**src/ooo_pkg.sv**
```systemverilog
package ooo_pkg;

    // physical register file
    localparam int PRF_NUM       = 64;
    localparam int PRF_NUM_WIDTH = 6;

    // issue queue
    localparam int IQ_DEPTH      = 8;
    localparam int IQ_IDX_WIDTH  = 3;

    typedef logic [PRF_NUM_WIDTH-1:0] prf_num_t;  // physical tag
    typedef logic [31:0]              word_t;     // data, pc, immediate
    typedef logic [IQ_IDX_WIDTH-1:0]  iq_idx_t;   // queue slot

    typedef enum logic [3:0] {
        ALU_ADD  = 4'd0,
        ALU_SUB  = 4'd1,
        ALU_AND  = 4'd2,
        ALU_OR   = 4'd3,
        ALU_XOR  = 4'd4,
        ALU_NOR  = 4'd5,
        ALU_SLL  = 4'd6,   // shift amount from opb[4:0]
        ALU_SRL  = 4'd7,
        ALU_SRA  = 4'd8,
        ALU_SLT  = 4'd9,
        ALU_SLTU = 4'd10,
        ALU_LUI  = 4'd11   // opb << 16
    } alu_op_e;

    // renamed ALU micro-op as it sits in the queue
    // opa = r_rs1 ? rs1 value : 0
    // opb = r_rs2 ? rs2 value : imm
    typedef struct packed {
        word_t    pc;
        prf_num_t prf_rs1;
        prf_num_t prf_rs2;
        logic     r_rs1;     // reads rs1
        logic     r_rs2;     // reads rs2, else imm
        prf_num_t prf_rd;
        logic     wen_rd;    // writes prf_rd
        word_t    imm;
        alu_op_e  alu_op;
    } alu_uop_t;

    // writeback broadcast, also the wakeup bus
    typedef struct packed {
        logic     valid;
        prf_num_t tag;
        word_t    data;
    } wb_bus_t;

    // true when either writeback bus carries tag this cycle
    function automatic logic wb_hit(
        input wb_bus_t  a,
        input wb_bus_t  b,
        input prf_num_t tag
    );
        logic hit_a;
        logic hit_b;
        hit_a = a.valid && (a.tag == tag);
        hit_b = b.valid && (b.tag == tag);
        return hit_a || hit_b;
    endfunction

endpackage

```
**src/alu_exec.sv**
```systemverilog
module alu_exec (
    input  logic              clk,
    input  logic              rst,
    input  logic              ex_valid_i,
    input  ooo_pkg::alu_uop_t ex_uop_i,
    input  ooo_pkg::word_t    opa_i,
    input  ooo_pkg::word_t    opb_i,
    output ooo_pkg::wb_bus_t  wb_o,
    output ooo_pkg::word_t    wb_pc_o    // trace only
);
    import ooo_pkg::*;

    word_t      result;
    logic [4:0] shamt;

    logic       wb_valid_q;
    prf_num_t   wb_tag_q;
    word_t      wb_data_q;
    word_t      wb_pc_q;

    assign shamt = opb_i[4:0];

    always_comb begin
        case (ex_uop_i.alu_op)
            ALU_ADD:  result = opa_i + opb_i;
            ALU_SUB:  result = opa_i - opb_i;
            ALU_AND:  result = opa_i & opb_i;
            ALU_OR:   result = opa_i | opb_i;
            ALU_XOR:  result = opa_i ^ opb_i;
            ALU_NOR:  result = ~(opa_i | opb_i);
            ALU_SLL:  result = opa_i << shamt;
            ALU_SRL:  result = opa_i >> shamt;
            ALU_SRA:  result = word_t'($signed(opa_i) >>> shamt);
            ALU_SLT:  result = ($signed(opa_i) < $signed(opb_i)) ? 32'd1 : 32'd0;
            ALU_SLTU: result = (opa_i < opb_i) ? 32'd1 : 32'd0;
            ALU_LUI:  result = opb_i << 16;
            default:  result = '0;
        endcase
    end

    // no broadcast for ops that write nothing
    always_ff @(posedge clk) begin
        if (rst) begin
            wb_valid_q <= 1'b0;
        end else begin
            wb_valid_q <= ex_valid_i && ex_uop_i.wen_rd;
        end
    end

    always_ff @(posedge clk) begin
        if (ex_valid_i) begin
            wb_tag_q  <= ex_uop_i.prf_rd;
            wb_data_q <= result;
            wb_pc_q   <= ex_uop_i.pc;
        end
    end

    assign wb_o.valid = wb_valid_q;
    assign wb_o.tag   = wb_tag_q;
    assign wb_o.data  = wb_data_q;
    assign wb_pc_o    = wb_pc_q;

endmodule

```
**config.mk**
```make
export PLATFORM = sky130hd
export DESIGN_NAME = alu_exec
export DESIGN_NICKNAME = d
export VERILOG_FILES = /design/src/ooo_pkg.sv /design/src/alu_exec.sv
export SDC_FILE = /design/constraint.sdc
export NUM_CORES = 1
export LEC_CHECK = 0
export BUFFER_PORTS_ARGS = -buffer_cell sky130_fd_sc_hd__buf_2
export CORE_MARGIN = 2
export CORE_UTILIZATION = 40
export CTS_CLUSTER_DIAMETER = 30
export DETAILED_ROUTE_END_ITERATION = 7
export PLACE_DENSITY = 0.66
export SLEW_MARGIN = 25
export SYNTH_ARGS = -nofsm -noshare
export SYNTH_HDL_FRONTEND = slang
export SYNTH_SLANG_ARGS = --single-unit
export TNS_END_PERCENT = 20
```
**constraint.sdc**
```tcl
create_clock -name clk -period 4.65 [get_ports clk]
set_input_delay 0.93 -clock clk [delete_from_list [all_inputs] [get_ports clk]]
set_output_delay 0.93 -clock clk [all_outputs]
set_load 0.02 [all_outputs]
```
==> metrics.txt, run 1 <==
Clock transition at path regs=around 0.060 ns; register area share after synthesis=between 10% and 20%; WP data required=approximately 4.6 ns; grt total ovfl=0; async set-reset flop share out of synthesis=0%; DRT Pass-1 Iters=6; number of enable flip-flop cells after synthesis=70; largest net degree at the start of global routing=89; Synth cell types=84; routability congestion estimate=roughly 1.0; Slowest-stage cell, CP=a21oi_1; CTS sink cnt=71; vias in the first global route=around 12000; total number of vias=13220; Post-Layout Inst Area=13200 um^2; postcts setup bufs=0; I/O pin total=between 200 and 250; crit path capture type=flop; Synth Register Bits=between 70 and 80; grt met2 use=a little over half; GR peak layer=met2; H-tree depth=3; cell area after synthesis=approximately 11000 um^2; global-route wire length before repair=~79 mm; Area Growth Syn to Fin=17.0%; die width=172 um; met3 Track Usage GR=between 6 and 7%; CTS Root Cell=clkbuf_16; switching power total=~1.2 mW; ratio of cells with drive above 1 in the final layout=21.0%; fmax=approximately 0.24 GHz; Vias per Instance=6.50; HP Class=in2reg; most used cell, CP=a21oi_1; post-synth top area cell=edfxtp_1; MaxCap Viol Count=0; critical path depth=13; post-route ant nets=0; Placed Area=about 13000 um^2; CTS Hold Buffers Added=0; CP Launch Type=input port; Max Slew Vio Count=0; Buf+Inv Stages, Crit Path=3; antenna violations before repair=0; Initial Utilization=a little over 40%; area share of the largest cell type after synthesis=between 10% and 20%; Post-CTS Resized=0; syn nets=about 1700; worst vdd ir=210 uV; Ys Warns=0; Final Non-Filler Cells=approximately 2000; Chip Height=~170 um; Placed Cells=between 2000 and 2500; status=finished clean; Finish-stage setup viols=0; Lkg Pwr=5.70 nW; CTS Buf Count=9; Routed wire per std cell=approximately 26 um; Comb power frac=approximately half; die area=between 20000 and 30000 um^2; design internal power=~1.8 mW; Clk network pwr share=24.4%; M1 GR Usage=roughly half; Port-buffer cells=180; slew of the pin with the lowest slew margin=0.831 ns; worst-path maximum fanout=7; prevailing post-synth register cell=edfxtp_1; num rows=61; Setup Crit Path Kind=in2reg; WP data arrival=about 4.2 ns; ANT cells=0; setup_tns=0 ns; RSZ-0062 raised after global routing=no; largest cells by area after synthesis=edfxtp_1 (19%), ha_1 (11%), nor2_1 (7.2%), a21oi_1 (6.7%), mux4_2 (5.8%); Tcrit/Tclk final=91.4%; Slew headroom=between 40 and 50%; crit path cell chain=buf_2 > inv_1 > ha_1 > o21ba_2 > nor4_1 > o211ai_1 > a21oi_1 > a21oi_1 > o21bai_1 > buf_4 > a21oi_1 > xnor2_1 > o221ai_1; routed wire length=around 54 mm; clock tree buffer depth=2; Mean Syn Cell Area=roughly 7.6 um^2; Seq pwr share=26.6%; Min-Delay Path Depth=2; HPWL Detailed=between 40 and 50 mm; DRC Markers=0; GRT Total Usage=~36%; Pwr Density=roughly 230 nW/um^2; fin nets=about 1900; Cells after Synth=1481; Final Hold Vio Count=0; slowest cell delay on critical path=around 0.64 ns; CTS tree=built; core region area=roughly 28000 um^2; first-iteration detailed-routing DRC count=1636; switching share of power=about two fifths; CP delay by family, top=compound AO/OA/AOI/OAI gates; fin crit period=4.25 ns
registers in the layout, summed over array words and instances (netlist names):
| name | cells |
|---|---|
| wb_valid_q | 1 |
| wb_tag_q | 6 |
| wb_pc_o | 32 |
| wb_data_q | 32 |
final cells by class:
cell class	instances	area, um^2
Timing Repair Buffer	271	1610
Clock inverter	7	103
Fill cell	2870	14500
Sequential cell	71	2120
Multi-Input combinational cell	1201	8330
Clock buffer	9	225
Tap cell	378	473
Inverter	97	364
metrics by stage:
stage | total power, mW | utilization, % | hold slack [ns] | setup slack (ns)
2_1_floorplan | 1.66 | - | 1.00 | 0.305
3_3_place_gp | 2.22 | 46.5 | 1.09 | 0.289
3_5_place_dp | 2.22 | 46.5 | 1.09 | 0.197
4_1_cts | 2.96 | 47.6 | 0.745 | 0.526
5_1_grt | 3.14 | 47.6 | 0.757 | 0.224
6_report | 2.99 | 47.6 | 0.754 | 0.401
worst paths after layout:
check,from,to,slack (ns)
hold / removal,rst,wb_valid_q,0.75
setup / recovery,opa_i[1],wb_data_q[17],0.40
layout by cell type (no fill, tap or decap), drive strengths merged, types with 27 or more instances in the layout:
cell type  synthesis  final
nand2            115    115
nor3              40     40
o211ai            27     27
inv               95     98
buf               32    271
nor2             217    217
a21oi            152    152
edfxtp            70     70
mux2i             44     44
o21ai            104    104
mux4              35     35
ha               100    100
a211oi            38     38
per-layer routing:
layer / part of all wire (%) / wire, um
met1: 41 / 22000
met2: 43 / 22900
met3: 11 / 5900
met4: 5.3 / 2860
met5: 0 / 0
power groups by stage:
stage	logic [mW]	clock network, mW	registers, mW
final	1.46	0.731	0.796
after global routing	1.56	0.776	0.804
after CTS	1.42	0.750	0.797
after detailed placement	1.41	0	0.810
after global placement	1.41	0	0.808
after floorplan	0.764	0	0.897
cell usage after synthesis (7+ instances only):
cell / instances
nor4_1: 14
a31oi_1: 10
nand4_1: 9
buf_2: 12
o221ai_1: 12
a211oi_1: 37
clkbuf_1: 79
a221oi_1: 22
mux4_2: 29
a21o_1: 22
nand2b_1: 13
and2_1: 7
o21ai_0: 99
nand3_1: 25
o22ai_1: 18
inv_1: 94
nand2_1: 115
a222oi_1: 11
mux2i_1: 43
o211ai_1: 27
nor3_1: 40
a22oi_1: 9
nor2b_1: 9
nor2_1: 216
a211o_1: 10
mux2_2: 9
buf_4: 10
o2111ai_1: 9
o21bai_1: 11
a221o_1: 10
ha_1: 100
edfxtp_1: 70
a21oi_1: 152
logic make-up after synthesis:
kind of cell / count (synthesis) / share of synthesized area (%)
simple gates: 476 / 18.5
compound gates: 530 / 31.1
flops: 71 / 18.8
buf+inv: 209 / 7.76
fa+ha+maj: 102 / 11.4
mux: 88 / 12.1
xor+xnor: 5 / 0.387
No activity file was read; power rests on OpenSTA's default activity.
==> inputs of run 2 (changes only) <==
--- a/config.mk
+++ b/config.mk
@@ -6,7 +6,6 @@
 export NUM_CORES = 1
 export LEC_CHECK = 0
 export BUFFER_PORTS_ARGS = -buffer_cell sky130_fd_sc_hd__buf_2
-export CORE_MARGIN = 2
 export CORE_UTILIZATION = 40
 export CTS_CLUSTER_DIAMETER = 30
 export DETAILED_ROUTE_END_ITERATION = 7
==> run 2 against run 1 <==
Effect of this change: cell area shrank 0.47%; critical endpoint is now wb_data_q[20]; first-iteration DRC count grew 5.9%; via count grew 0.48%; maximum frequency grew 1.6%; die area shrank 2.3%; core utilization shrank 0.23 points; non-clock buffer count shrank 3; clock power shrank 13%; flip-flop and latch count is the same.
==> metrics.txt, run 2 (same netlist as run 1, synthesis figures left out) <==
ANT cells=0; Buf+Inv Stages, Crit Path=5; Post-CTS Resized=0; Hold WS=between 0.7 and 0.8 ns; CTS Hold Buffers Added=0; die area=around 29000 um^2; setup_tns=0 ns; DRC Markers=0; GRT Total Usage=a little under two fifths; I/O pin total=~230; global-route wire length before repair=about 79 mm; CTS Root Cell=clkbuf_16; total number of vias=13284; DRT Pass-1 Iters=6; routability congestion estimate=~1.0; commonest non-fill, non-tap cell in the layout=nor2_1; ratio of cells with drive above 1 in the final layout=between 20% and 30%; Finish-stage setup viols=0; Initial Utilization=~41%; H-tree depth=3; core region area=between 20000 and 30000 um^2; post-route ant nets=0; Slowest-stage cell, CP=or4_1; Tcrit/Tclk final=roughly 90%; grt total ovfl=0; fin nets=around 1900; Min-Delay Path Depth=2; vias in the first global route=~12000; worst vdd ir=roughly 140 uV; Routed wire per std cell=about 27 um; WP data required=between 4 and 5 ns; Worst Min Path Start=rst; Setup Crit Path Kind=in2reg; Clock transition at path regs=0.06 ns; CP delay by family, top=compound AO/OA/AOI/OAI gates; die width=170 um; most frequent cells in the layout=nor2_1 (215), buf_2 (178), a21oi_1 (152), nand2_1 (115), ha_1 (100); num rows=between 60 and 70; Slew headroom=approximately 44%; antenna violations before repair=2; crit path cell chain=buf_2 > inv_1 > ha_1 > inv_1 > a221o_1 > o21ai_2 > a21oi_1 > buf_4 > buf_4 > or3_1 > a21oi_1 > o22a_1 > a21oi_1 > or4_1; status=finished clean; fin crit period=about 4.2 ns; first-iteration detailed-routing DRC count=1732; fill cell count=roughly 2900; largest net degree at the start of global routing=between 80 and 90; crit path launch=opb_i[5]; slowest cell delay on critical path=roughly 0.48 ns; slew of the pin with the lowest slew margin=about 0.83 ns; Chip Height=170 um; crit path capture type=flop; Max Slew Vio Count=0; Area Growth Syn to Fin=16.5%; CTS tree=built; fmax=~0.24 GHz; WP data arrival=about 4.2 ns; Port-buffer cells=180; worst-path maximum fanout=7; CTS sink cnt=a little over 70; HP Class=in2reg; Pwr Density=220 nW/um^2; Final Hold Vio Count=0; MaxCap Viol Count=0; HPWL Detailed=43.9 mm; clock tree buffer depth=2; most used cell, CP=a21oi_1; hold path endpoint=wb_valid_q; CP Launch Type=input port; Lkg Pwr=roughly 5.7 nW; postcts setup bufs=0; Vias per Instance=around 6.5; routed wire length=around 55 mm; RSZ-0062 raised after global routing=no; CTS Buf Count=9
## run 2: cell types whose count changed in the layout (fill, tap and decap cells not counted), sizes merged
| cell | previous run | this run |
|---|---|---|
| clkinv | 3 | 2 |
| bufinv | 2 | 0 |
| inv | 98 | 99 |
| clkinvlp | 1 | 3 |
| buf | 271 | 268 |
## run 2: report_power, final
part           total (mW)  internal (mW)  switching (mW)
logic                1.47          0.498           0.972
registers           0.795          0.782          0.0133
clock network       0.639          0.370           0.269
## run 2: cell type report
cell class / count / area, um^2 / area share, %
Clock buffer: 9 / 225 / 1.71
Clock inverter: 7 / 60.1 / 0.456
Sequential cell: 71 / 2120 / 16.1
Timing Repair Buffer: 268 / 1590 / 12.1
Multi-Input combinational cell: 1201 / 8330 / 63.3
Inverter: 97 / 364 / 2.76
Tap cell: 378 / 473 / 3.59
## run 2: worst max-delay path by stage
| stage | end | slack, ns | cells past startpoint |
|---|---|---|---|
| after global placement | wb_data_q[0] | 0.27 | 16 |
| final | wb_data_q[20] | 0.47 | 14 |
| after floorplan | wb_data_q[29] | 0.30 | 15 |
| after CTS | wb_data_q[20] | 0.58 | 14 |
| after detailed placement | wb_data_q[20] | 0.26 | 14 |
| after global routing | wb_data_q[0] | 0.37 | 16 |
## run 2: per-stage QoR
stage | utilization [%] | cell area [um^2] | cells | power, mW | worst slack, ns
2_1_floorplan | - | 11300 | 1481 | 1.66 | 0.305
3_3_place_gp | 46.4 | 12900 | 2015 | 2.22 | 0.267
3_5_place_dp | 46.4 | 12900 | 2015 | 2.22 | 0.262
4_1_cts | 47.4 | 13200 | 2031 | 2.87 | 0.576
5_1_grt | 47.4 | 13200 | 2031 | 3.03 | 0.367
6_report | 47.4 | 13200 | 2031 | 2.90 | 0.468
## run 2: layer usage
metal	GRT usage, %	part of all wire [%]	up-vias
met1	51.9	42	6397
met4	15.6	4.5	2
li1	-	-	5884
met2	56.9	43	888
met5	0	0.029	-
met3	5.88	10	113
