`src/ooo_pkg.sv`:
```
package ooo_pkg;

    // physical register file
    localparam int PRF_NUM       = 64;
    localparam int PRF_NUM_WIDTH = 6;

    // issue queue
    localparam int IQ_DEPTH      = 8;
    localparam int IQ_IDX_WIDTH  = 3;

    typedef logic [PRF_NUM_WIDTH-1:0] prf_num_t;  // physical tag
    typedef logic [31:0]              word_t;     // data, pc, immediate
    typedef logic [IQ_IDX_WIDTH-1:0]  iq_idx_t;   // queue slot

    typedef enum logic [3:0] {
        ALU_ADD  = 4'd0,
        ALU_SUB  = 4'd1,
        ALU_AND  = 4'd2,
        ALU_OR   = 4'd3,
        ALU_XOR  = 4'd4,
        ALU_NOR  = 4'd5,
        ALU_SLL  = 4'd6,   // shift amount from opb[4:0]
        ALU_SRL  = 4'd7,
        ALU_SRA  = 4'd8,
        ALU_SLT  = 4'd9,
        ALU_SLTU = 4'd10,
        ALU_LUI  = 4'd11   // opb << 16
    } alu_op_e;

    // renamed ALU micro-op as it sits in the queue
    // opa = r_rs1 ? rs1 value : 0
    // opb = r_rs2 ? rs2 value : imm
    typedef struct packed {
        word_t    pc;
        prf_num_t prf_rs1;
        prf_num_t prf_rs2;
        logic     r_rs1;     // reads rs1
        logic     r_rs2;     // reads rs2, else imm
        prf_num_t prf_rd;
        logic     wen_rd;    // writes prf_rd
        word_t    imm;
        alu_op_e  alu_op;
    } alu_uop_t;

    // writeback broadcast, also the wakeup bus
    typedef struct packed {
        logic     valid;
        prf_num_t tag;
        word_t    data;
    } wb_bus_t;

    // true when either writeback bus carries tag this cycle
    function automatic logic wb_hit(
        input wb_bus_t  a,
        input wb_bus_t  b,
        input prf_num_t tag
    );
        logic hit_a;
        logic hit_b;
        hit_a = a.valid && (a.tag == tag);
        hit_b = b.valid && (b.tag == tag);
        return hit_a || hit_b;
    endfunction

endpackage

```
`src/iq_entry.sv`:
```
module iq_entry (
    input  logic              clk,
    input  logic              rst,
    input  logic              wen_i,       // allocate this slot
    input  ooo_pkg::alu_uop_t uop_i,
    input  logic              rs1_rdy_i,   // busy table lookup at dispatch
    input  logic              rs2_rdy_i,
    input  logic              selected_i,  // picked by select this cycle
    input  ooo_pkg::wb_bus_t  wb_a_i,
    input  ooo_pkg::wb_bus_t  wb_b_i,
    output ooo_pkg::alu_uop_t uop_o,
    output logic              valid_o,
    output logic              rdy_o
);
    import ooo_pkg::*;

    alu_uop_t uop_q;
    logic     valid_q;
    logic     rs1_rdy_q;
    logic     rs2_rdy_q;
    logic     rs1_rdy_in;
    logic     rs2_rdy_in;
    logic     rs1_wake;
    logic     rs2_wake;

    // a source that reads no register never waits
    assign rs1_rdy_in = !uop_i.r_rs1 || rs1_rdy_i;
    assign rs2_rdy_in = !uop_i.r_rs2 || rs2_rdy_i;

    // tag match against the stored sources
    assign rs1_wake = wb_hit(wb_a_i, wb_b_i, uop_q.prf_rs1);
    assign rs2_wake = wb_hit(wb_a_i, wb_b_i, uop_q.prf_rs2);

    always_ff @(posedge clk) begin
        if (wen_i) begin
            uop_q <= uop_i;
        end
    end

    always_ff @(posedge clk) begin
        if (rst) begin
            valid_q <= 1'b0;
        end else if (wen_i) begin
            valid_q <= 1'b1;
        end else if (selected_i) begin
            valid_q <= 1'b0;   // slot is free again
        end
    end

    always_ff @(posedge clk) begin
        if (rst) begin
            rs1_rdy_q <= 1'b0;
            rs2_rdy_q <= 1'b0;
        end else if (wen_i) begin
            rs1_rdy_q <= rs1_rdy_in;
            rs2_rdy_q <= rs2_rdy_in;
        end else if (selected_i) begin
            rs1_rdy_q <= 1'b0;
            rs2_rdy_q <= 1'b0;
        end else if (valid_q) begin
            // wakeup while waiting in the queue
            if (!rs1_rdy_q && rs1_wake) begin
                rs1_rdy_q <= 1'b1;
            end
            if (!rs2_rdy_q && rs2_wake) begin
                rs2_rdy_q <= 1'b1;
            end
        end
    end

    assign uop_o   = uop_q;
    assign valid_o = valid_q;
    assign rdy_o   = valid_q && rs1_rdy_q && rs2_rdy_q;

endmodule

```
`src/issue_queue.sv`:
```
module issue_queue (
    input  logic              clk,
    input  logic              rst,
    input  logic              dispatch_valid_i,
    input  ooo_pkg::alu_uop_t dispatch_uop_i,
    input  logic              src1_rdy_i,
    input  logic              src2_rdy_i,
    input  ooo_pkg::wb_bus_t  wb_a_i,        // ALU writeback
    input  ooo_pkg::wb_bus_t  wb_b_i,        // external writeback
    output logic              iq_full_o,
    output logic              issue_valid_o,
    output ooo_pkg::alu_uop_t issue_uop_o
);
    import ooo_pkg::*;

    alu_uop_t            ent_uop [IQ_DEPTH];
    logic [IQ_DEPTH-1:0] ent_valid;
    logic [IQ_DEPTH-1:0] ent_rdy;
    logic [IQ_DEPTH-1:0] ent_wen;
    logic [IQ_DEPTH-1:0] ent_sel;

    logic     full;
    logic     accept;
    logic     any_rdy;
    iq_idx_t  free_idx;
    iq_idx_t  sel_idx;

    logic     issue_valid_q;
    alu_uop_t issue_uop_q;

    // priority encoder, lowest set bit wins
    function automatic iq_idx_t lowest_one(input logic [IQ_DEPTH-1:0] vec);
        iq_idx_t idx;
        idx = '0;
        for (int i = IQ_DEPTH - 1; i >= 0; i--) begin
            if (vec[i]) begin
                idx = iq_idx_t'(i);
            end
        end
        return idx;
    endfunction

    assign full     = &ent_valid;
    assign accept   = dispatch_valid_i && !full;  // dropped when full
    assign free_idx = lowest_one(~ent_valid);

    assign any_rdy  = |ent_rdy;
    assign sel_idx  = lowest_one(ent_rdy);

    for (genvar i = 0; i < IQ_DEPTH; i++) begin : g_slot
        assign ent_wen[i] = accept && (free_idx == iq_idx_t'(i));
        assign ent_sel[i] = any_rdy && (sel_idx == iq_idx_t'(i));

        iq_entry u_entry (
            .clk        (clk),
            .rst        (rst),
            .wen_i      (ent_wen[i]),
            .uop_i      (dispatch_uop_i),
            .rs1_rdy_i  (src1_rdy_i),
            .rs2_rdy_i  (src2_rdy_i),
            .selected_i (ent_sel[i]),
            .wb_a_i     (wb_a_i),
            .wb_b_i     (wb_b_i),
            .uop_o      (ent_uop[i]),
            .valid_o    (ent_valid[i]),
            .rdy_o      (ent_rdy[i])
        );
    end

    // issue register, one op per cycle
    always_ff @(posedge clk) begin
        if (rst) begin
            issue_valid_q <= 1'b0;
        end else begin
            issue_valid_q <= any_rdy;
        end
    end

    always_ff @(posedge clk) begin
        if (any_rdy) begin
            issue_uop_q <= ent_uop[sel_idx];
        end
    end

    assign iq_full_o     = full;
    assign issue_valid_o = issue_valid_q;
    assign issue_uop_o   = issue_uop_q;

endmodule

```
`config.mk`:
```
export PLATFORM = sky130hd
export DESIGN_NAME = issue_queue
export DESIGN_NICKNAME = d
export VERILOG_FILES = /design/src/ooo_pkg.sv /design/src/iq_entry.sv /design/src/issue_queue.sv
export SDC_FILE = /design/constraint.sdc
export NUM_CORES = 1
export LEC_CHECK = 0
export ABC_AREA = 1
export BUFFER_PORTS_ARGS = -buffer_cell sky130_fd_sc_hd__buf_2
export CAP_MARGIN = 20
export CORE_UTILIZATION = 57
export CTS_CLUSTER_DIAMETER = 80
export DETAILED_ROUTE_END_ITERATION = 8
export GPL_TIMING_DRIVEN = 1
export PLACE_DENSITY_LB_ADDON = 0.08
export RECOVER_POWER = 100
export SYNTH_ARGS = -nofsm -noshare
export SYNTH_HDL_FRONTEND = slang
export SYNTH_HIERARCHICAL = 1
export SYNTH_SLANG_ARGS = --single-unit
```
`constraint.sdc`:
```
create_clock -name clk -period 7.4 [get_ports clk]
set_clock_uncertainty 0.05 [all_clocks]
set_input_delay 0 -clock clk [delete_from_list [all_inputs] [get_ports clk]]
set_output_delay 0 -clock clk [all_outputs]
set_load 0.005 [all_outputs]
```
==> results by group, run 1 <==
Outcome
  • Status: finished with violations
  • Failing checks: max-capacitance violations, max-slew violations

Detailed routing
  • Routed vias/inst: 5.891
  • WL/cell: 21.33 um
  • Final wirelength: 102,800 um
  • DRC viols: 0
  • Vias: 28,401
  • Iter 0 DRT Violations: 2,990
  • Antenna-violating nets left: 0
  • 1st-pass router iterations: 6

Critical path
  • Buf/Inv on CP: 4
  • Slowest stage cell on the critical path: clkinvlp_2
  • Critical path type: flip-flop to flip-flop
  • Reg2reg setup slack: 1.08 ns
  • Worst setup path start: g_slot[0].u_entry/valid_o
  • CP startpoint kind: flip-flop
  • CP dominant cell by count: nand2_1
  • CP arrival: 6.63 ns
  • Reg2Reg Depth: 12
  • Setup crit end: issue_uop_o[47]
  • Worst-path cell chain: and3_1, clkinvlp_2, nand2_1, a21oi_1, clkbuf_2, buf_12, nand3_1, nand2_1, inv_1, nand3_1, nand2_1, nand2_1
  • Critical path peak fanout: 201
  • Worst setup EP type: flip-flop
  • Family with the most delay on the worst path: buffers and inverters
  • Crit Reg-Reg Endpoint: issue_uop_o[47]
  • RR Startpoint: g_slot[0].u_entry/valid_o
  • Critical Path RT: 7.71 ns
  • Critical Path Max Stage Delay: 1.69 ns
  • Crit path depth: 12

Clock tree
  • CTS buffer count: 85
  • Post-CTS resize count: 0
  • Clk buf depth: 3
  • Clock slew at reported path FFs: 0.06 ns
  • CTS root buf: clkbuf_16
  • Worst-skew pair later-pin latency: 0.63 ns
  • CTS tree: done
  • CTS H-tree depth: 3
  • Post-CTS Setup Repair Bufs: 0
  • Hold buffer count at cts: 92
  • Clk sinks: 826

STA
  • Final Critical Period: 6.319 ns
  • Hold slack: 0.07553 ns
  • RSZ-0062 raised after global routing: no
  • Slew margin rel.: -1.894
  • Max-slew violations: 1,020
  • Tightest Pin Transition: approximately 4.3 ns
  • Final setup viols: 0
  • Setup TNS: 0 ns
  • Max Freq: around 160 MHz
  • Fin. Hold Viols: 0
  • Final period util: 0.8539

Floorplanning
  • Row count: 93
  • Chip Width: 258.5 um
  • Top-level I/O count: 263
  • Die H: 258.5 um
  • Initial Utilization: 0.5796
  • Total die area: 0.06682 mm2
  • Core Area: 0.06470 mm2

Finish
  • Synthesis-to-layout area growth: 12.84%
  • Fill count: 5,117
  • Multi-input gate area: 0.01027 mm2
  • Commonest non-fill, non-tap cell in the layout: nand2_1
  • NumNets Final: 4,069
  • Layout cells sized above 1: 0.06663
  • Commonest cells after routing, fill and taps aside: 1,015 x nand2_1, 801 x edfxtp_1, 568 x nand3_1
  • Register area: 0.02455 mm2
  • Fin util: 0.6541

Synth
  • Post-synthesis register bit count: 826
  • Avg Cell Area, Syn: roughly 10 um2
  • Area leader, netlist: edfxtp_1
  • Cell area after synthesis: 0.03750 mm2
  • Seq/Total Area, Yosys: 0.6547
  • Yosys top cell area share: 0.6414
  • Top cells by area, synth: edfxtp_1 64%, nand2_1 10%, nand3_1 7.6%
  • Syn_nets: 3,874
  • Yosys warnings: 6
  • Yosys cell types: 25
  • Cells after synthesis: 3,702

Placed design
  • GPL Wtd Cong: 0.8782
  • Port Buffer Count: 198
  • Post-DP HPWL: 53,800 um

Worst hold path
  • Hold path cells: 9
  • Hold WC Path Type: primary input to flip-flop

Run
  • Max Cap Viol: 21

GRT
  • Vias in the first global route: 27,643
  • Initial antenna violation count: 8
  • Largest net degree at the start of global routing: approximately 240
  • GRT Util Overall: 0.3102
  • First-pass GRT wire length: 158,100 um
  • Total gr overflow: 0

Power
  • Total leakage power: 16.67 nW
  • Power per cell area: 230.9 mW/mm2
  • Worst vdd ir: 0.2110 mV
==> cell usage after synthesis, drive strengths merged <==
cell,instances
edfxtp,801
xor2,16
a21oi,50
nor3,4
nand4,358
o21ai,33
buf,117
nand3b,1
and3,8
dfxtp,25
clkbuf,96
nand2,1020
inv,475
a31oi,1
nor2,112
a21boi,1
nand3,568
xnor2,8
clkinv,8
==> metrics by stage <==
stage                     power [mW]  cells  setup WS, ns  cell area, um2
after floorplan                5.538   3702         1.829           37500
after global placement         5.713   4572         1.812           39060
after detailed placement       5.729   4572         1.687           39060
after CTS                      9.816   4816         1.674           42620
after global routing           10.04   4821        0.8383           42320
final                          9.770   4821         1.081           42320
==> how the worst min path moves through the flow <==
stage / from / endpoint / slack, ns
after floorplan: rst / g_slot[0].u_entry/valid_o / 0.02
after global placement: dispatch_uop_i[66] / g_slot[0].u_entry/uop_o[66] / 0.21
after detailed placement: dispatch_uop_i[64] / g_slot[5].u_entry/uop_o[64] / 0.22
after CTS: wb_a_i[38] / g_slot[2].u_entry/rs2_rdy_q / 0.04
after global routing: wb_a_i[38] / g_slot[1].u_entry/rs2_rdy_q / 0.12
final: wb_a_i[38] / g_slot[2].u_entry/rs2_rdy_q / 0.08
==> sequential cells by signal, summed over array words and instances, names as in the netlist <==
signal	flops
g_slot.u_entry/uop_o	712
issue_uop_o	89
g_slot.u_entry/rs1_rdy_q	8
g_slot.u_entry/rs2_rdy_q	8
g_slot.u_entry/valid_o	8
issue_valid_o	1
==> per-layer routing <==
| metal | GRT usage | share of wire | vias to the layer above |
|---|---|---|---|
| met5 | 0 | 0.00048 | - |
| met4 | 0.1113 | 0.028 | 8 |
| met3 | 0.05018 | 0.095 | 188 |
| met2 | 0.4946 | 0.47 | 1381 |
| met1 | 0.4336 | 0.41 | 13693 |
| li1 | - | - | 13131 |
==> power breakdown <==
part / internal (mW) / switching (mW) / leakage (nW)
logic: 0.126 / 0.292 / 7.91
registers: 5.22 / 0.0292 / 7.47
clock network: 2.36 / 1.74 / 1.28
total: 7.71 / 2.06 / 16.7
==> worst min-delay path, cell delays in order <==
cell	delay [ns]
buf_2	0.21
inv_1	0.12
a21oi_2	0.04
nand2_1	0.05
nor2_1	0.04
nand2_1	0.05
nand2_1	0.07
nand2_1	0.06
a21oi_1	0.05
==> cells by family (layout without fill, tap and decap cells) <==
| group | count (synthesis) | after routing | synth area share |
|---|---|---|---|
| other | 0 | 4 | 0 |
| flip-flops | 826 | 826 | 0.6547 |
| AND/OR/NAND/NOR | 2071 | 2071 | 0.2513 |
| AO/OA/AOI/OAI | 85 | 85 | 0.01575 |
| buffers and inverters | 696 | 956 | 0.07260 |
| XOR/XNOR | 24 | 24 | 0.005605 |
==> final cells by class <==
type                    instances  share of cell area
flip-flops and latches        826              0.5802
clock buffers                 110             0.05322
clock inverters                42            0.009196
well taps                     855             0.02528
diodes                          4           0.0002365
multi-input cells            2180              0.2427
repair buffers                321             0.04580
inverters                     483             0.04329
No activity file was read; power rests on OpenSTA's default activity.
==> run 2: changes to the inputs <==
- RECOVER_POWER: 100 -> default
==> run 2 against run 1 <==
Net effect:
- the run ends with max-slew violations left
- sequential share of layout area down 0.46 points
- die area unchanged
- first-iteration DRC count increased by 0.13%
- global-route usage unchanged
- maximum frequency up 10%
- worst setup slack improved by 0.58 ns
- critical path depth up 1
- clock-buffer cell count did not move
- combinational power is 3% higher
- non-clock buffer count unchanged
- cell count unchanged
- critical path type unchanged
- critical endpoint is now issue_uop_o[81]
==> results by group, run 2 (synthesis gave the netlist of run 1 again) <==
Outcome
  • Status: finished with violations
  • Failing checks: max-slew violations

Placed design
  • Post-DP HPWL: 53,800 um (unchanged)
  • GPL Wtd Cong: 0.8782 (unchanged)
  • Port Buffer Count: 198 (unchanged)

Clock tree
  • Post-CTS resize count: 0 (unchanged)
  • Clock slew at reported path FFs: 0.05 ns (about the same)
  • Worst-skew pair later-pin latency: 0.63 ns (about the same)
  • CTS buffer count: 85 (unchanged)
  • Clk sinks: 826 (unchanged)
  • CTS H-tree depth: 3 (unchanged)
  • CTS tree: done
  • Clk buf depth: 3 (unchanged)
  • CTS root buf: clkbuf_16

Power
  • Sequential share of power: 0.537 (about the same)
  • Total leakage power: 17.14 nW (+2.8%)
  • Worst vdd ir: 0.2106 mV (-0.18%)
  • Total power: 9.778 mW (about the same)
  • Internal power: 7.711 mW (about the same)
  • Net Switching: 2.068 mW (+0.19%)
  • Gate power share: 0.044 (about the same)
  • Power per cell area: 229.2 mW/mm2 (-0.71%)
  • Clock power share: 0.419 (about the same)
  • Net Sw Frac: 0.2114 (about the same)

STA
  • Setup TNS: 0 ns (unchanged)
  • Slew margin rel.: -0.1177 (+1.777)
  • Final setup viols: 0 (unchanged)
  • Max Freq: 174.1 MHz (+10%)
  • Final Critical Period: 5.743 ns (-0.5764 ns)
  • Tightest Pin Transition: 1.676 ns (-2.665 ns)
  • Max-slew violations: 151 (-85%)
  • Final period util: 0.7761 (-0.07789)
  • RSZ-0062 raised after global routing: no
  • Fin. Hold Viols: 0 (unchanged)

GRT
  • Largest net degree at the start of global routing: 237 (unchanged)
  • Total gr overflow: 0 (unchanged)
  • Met2 track demand over resource: 0.4946 (unchanged)
  • Vias in the first global route: 27,643 (unchanged)
  • Initial antenna violation count: 8 (unchanged)
  • Grt peak-use layer: met2
  • First-pass GRT wire length: 158,100 um (unchanged)
  • GRT Util Overall: 0.3102 (unchanged)
  • Met3 Use GR: 0.05018 (unchanged)
  • Grt met1 use: 0.4336 (unchanged)

Detailed routing
  • Final wirelength: 103,100 um (+0.31%)
  • Antenna-violating nets left: 0 (unchanged)
  • DRC viols: 0 (unchanged)
  • Vias: 28,409 (+0.028%)
  • Routed vias/inst: 5.893 (about the same)
  • WL/cell: 21.39 um (+0.31%)
  • Iter 0 DRT Violations: 2,994 (+0.13%)
  • 1st-pass router iterations: 6 (unchanged)

Floorplanning
  • Total die area: 0.06682 mm2 (unchanged)
  • Chip Width: 258.5 um (unchanged)
  • Initial Utilization: 0.5796 (unchanged)
  • Die H: 258.5 um (unchanged)
  • Core Area: 0.06470 mm2 (unchanged)
  • Top-level I/O count: 263 (unchanged)
  • Row count: 93 (unchanged)

Finish
  • Commonest non-fill, non-tap cell in the layout: nand2_1
  • NumNets Final: 4,069 (unchanged)
  • Synthesis-to-layout area growth: 13.74%
  • Fill count: 5,016 (-2.0%)
  • Commonest cells after routing, fill and taps aside: 1,015 x nand2_1, 801 x edfxtp_1, 568 x nand3_1
  • Number of flip-flops under the largest register name: 712 (unchanged)
  • Layout cells sized above 1: 0.1103 (+0.04366)

Critical path
  • Critical path type: flip-flop to flip-flop
  • Critical Path Max Stage Delay: 0.85 ns (-0.84 ns)
  • Worst setup EP type: flip-flop
  • Critical path peak fanout: 108 (-46%)
  • Buf/Inv on CP: 3 (-1)
  • CP arrival: 6.18 ns (-0.45 ns)
  • Slowest stage cell on the critical path: nand2_8
  • CP dominant cell by count: nand2_8
  • Worst-path cell chain: and3_1, inv_1, nand2_1, nand2_8, nand2_8, nand2_8, nand2_8, buf_4, buf_12, nand3_1, nand3_1, nand2_1, nand2_1
  • CP startpoint kind: flip-flop
  • Critical Path RT: 7.84 ns (+0.13 ns)
  • Family with the most delay on the worst path: simple AND/OR/NAND/NOR gates
  • Reg2reg setup slack: 1.66 ns (+0.58 ns)

Run
  • Max Cap Viol: 0 (-100%)

Worst hold path
  • Hold WC Path Type: primary input to flip-flop
## run 2: cell types whose count changed in the layout (fill, tap and decap cells not counted), moves of 5 or more
cell | before | now
buf_2 | 52 | 198
clkbuf_1 | 182 | 23
nor2_1 | 108 | 103
buf_4 | 10 | 27
clkbuf_2 | 5 | 0
a21oi_1 | 18 | 9
nor2_4 | 4 | 9
a21oi_2 | 32 | 40
## run 2: tightest hold or removal path: stages
cell	delay, ns
buf_2	0.21
inv_1	0.12
a21oi_2	0.04
nand2_1	0.05
nor2_1	0.04
nand2_1	0.05
nand2_1	0.07
nand2_1	0.08
a21oi_2	0.05
## run 2: final timing paths
check | start | to | cells past startpoint
worst max-delay path | g_slot[4].u_entry/valid_o | issue_uop_o[81] | 13
worst min register to register | g_slot[7].u_entry/rs2_rdy_q | g_slot[7].u_entry/rs2_rdy_q | 2
worst max register to register | g_slot[4].u_entry/valid_o | issue_uop_o[81] | 13
worst min-delay path | wb_a_i[38] | g_slot[2].u_entry/rs2_rdy_q | 9
## run 2: routing by layer
| layer | wire, um | up-vias |
|---|---|---|
| met3 | 9871 | 202 |
| met2 | 47940 | 1380 |
| met1 | 42270 | 13689 |
| met4 | 3007 | 8 |
| met5 | 49 | - |
| li1 | - | 13130 |
## run 2: stage by stage
stage                     setup slack (ns)  utilization  cell area [um2]  hold slack [ns]  instances
after floorplan                      1.829            -            37500          0.01907       3702
after global placement               1.812       0.6038            39060           0.2087       4572
after detailed placement             1.687       0.6038            39060           0.2169       4572
after CTS                            1.674       0.6588            42620          0.04344       4816
after global routing                 1.420       0.6593            42650           0.1245       4821
final                                1.657       0.6593            42650          0.09042       4821
## run 2: power by group through the flow
stage / registers [mW] / logic, mW / clock network (mW)
4_1_cts: 5.25 / 0.427 / 4.14
3_5_place_dp: 5.35 / 0.384 / 0
6_report: 5.25 / 0.431 / 4.10
2_1_floorplan: 5.35 / 0.189 / 0
5_1_grt: 5.25 / 0.475 / 4.32
3_3_place_gp: 5.34 / 0.371 / 0
## run 2: what timing repair did
item | in CTS | in global routing
endpoints found under the hold margin | 737 | 0
setup buffers | 0 | 0
hold buffers | 92 | 0
## run 2: final cells by class
type / count / area (um2) / area share
clock inverter: 42 / 389.1 / 0.009123
timing repair buffer: 321 / 2195 / 0.05145
clock buffer: 110 / 2252 / 0.05280
tap: 855 / 1070 / 0.02508
sequential: 826 / 24550 / 0.5756
inverter: 483 / 1836 / 0.04303
antenna: 4 / 10.01 / 0.0002347
multi-input combinational: 2180 / 10350 / 0.2426
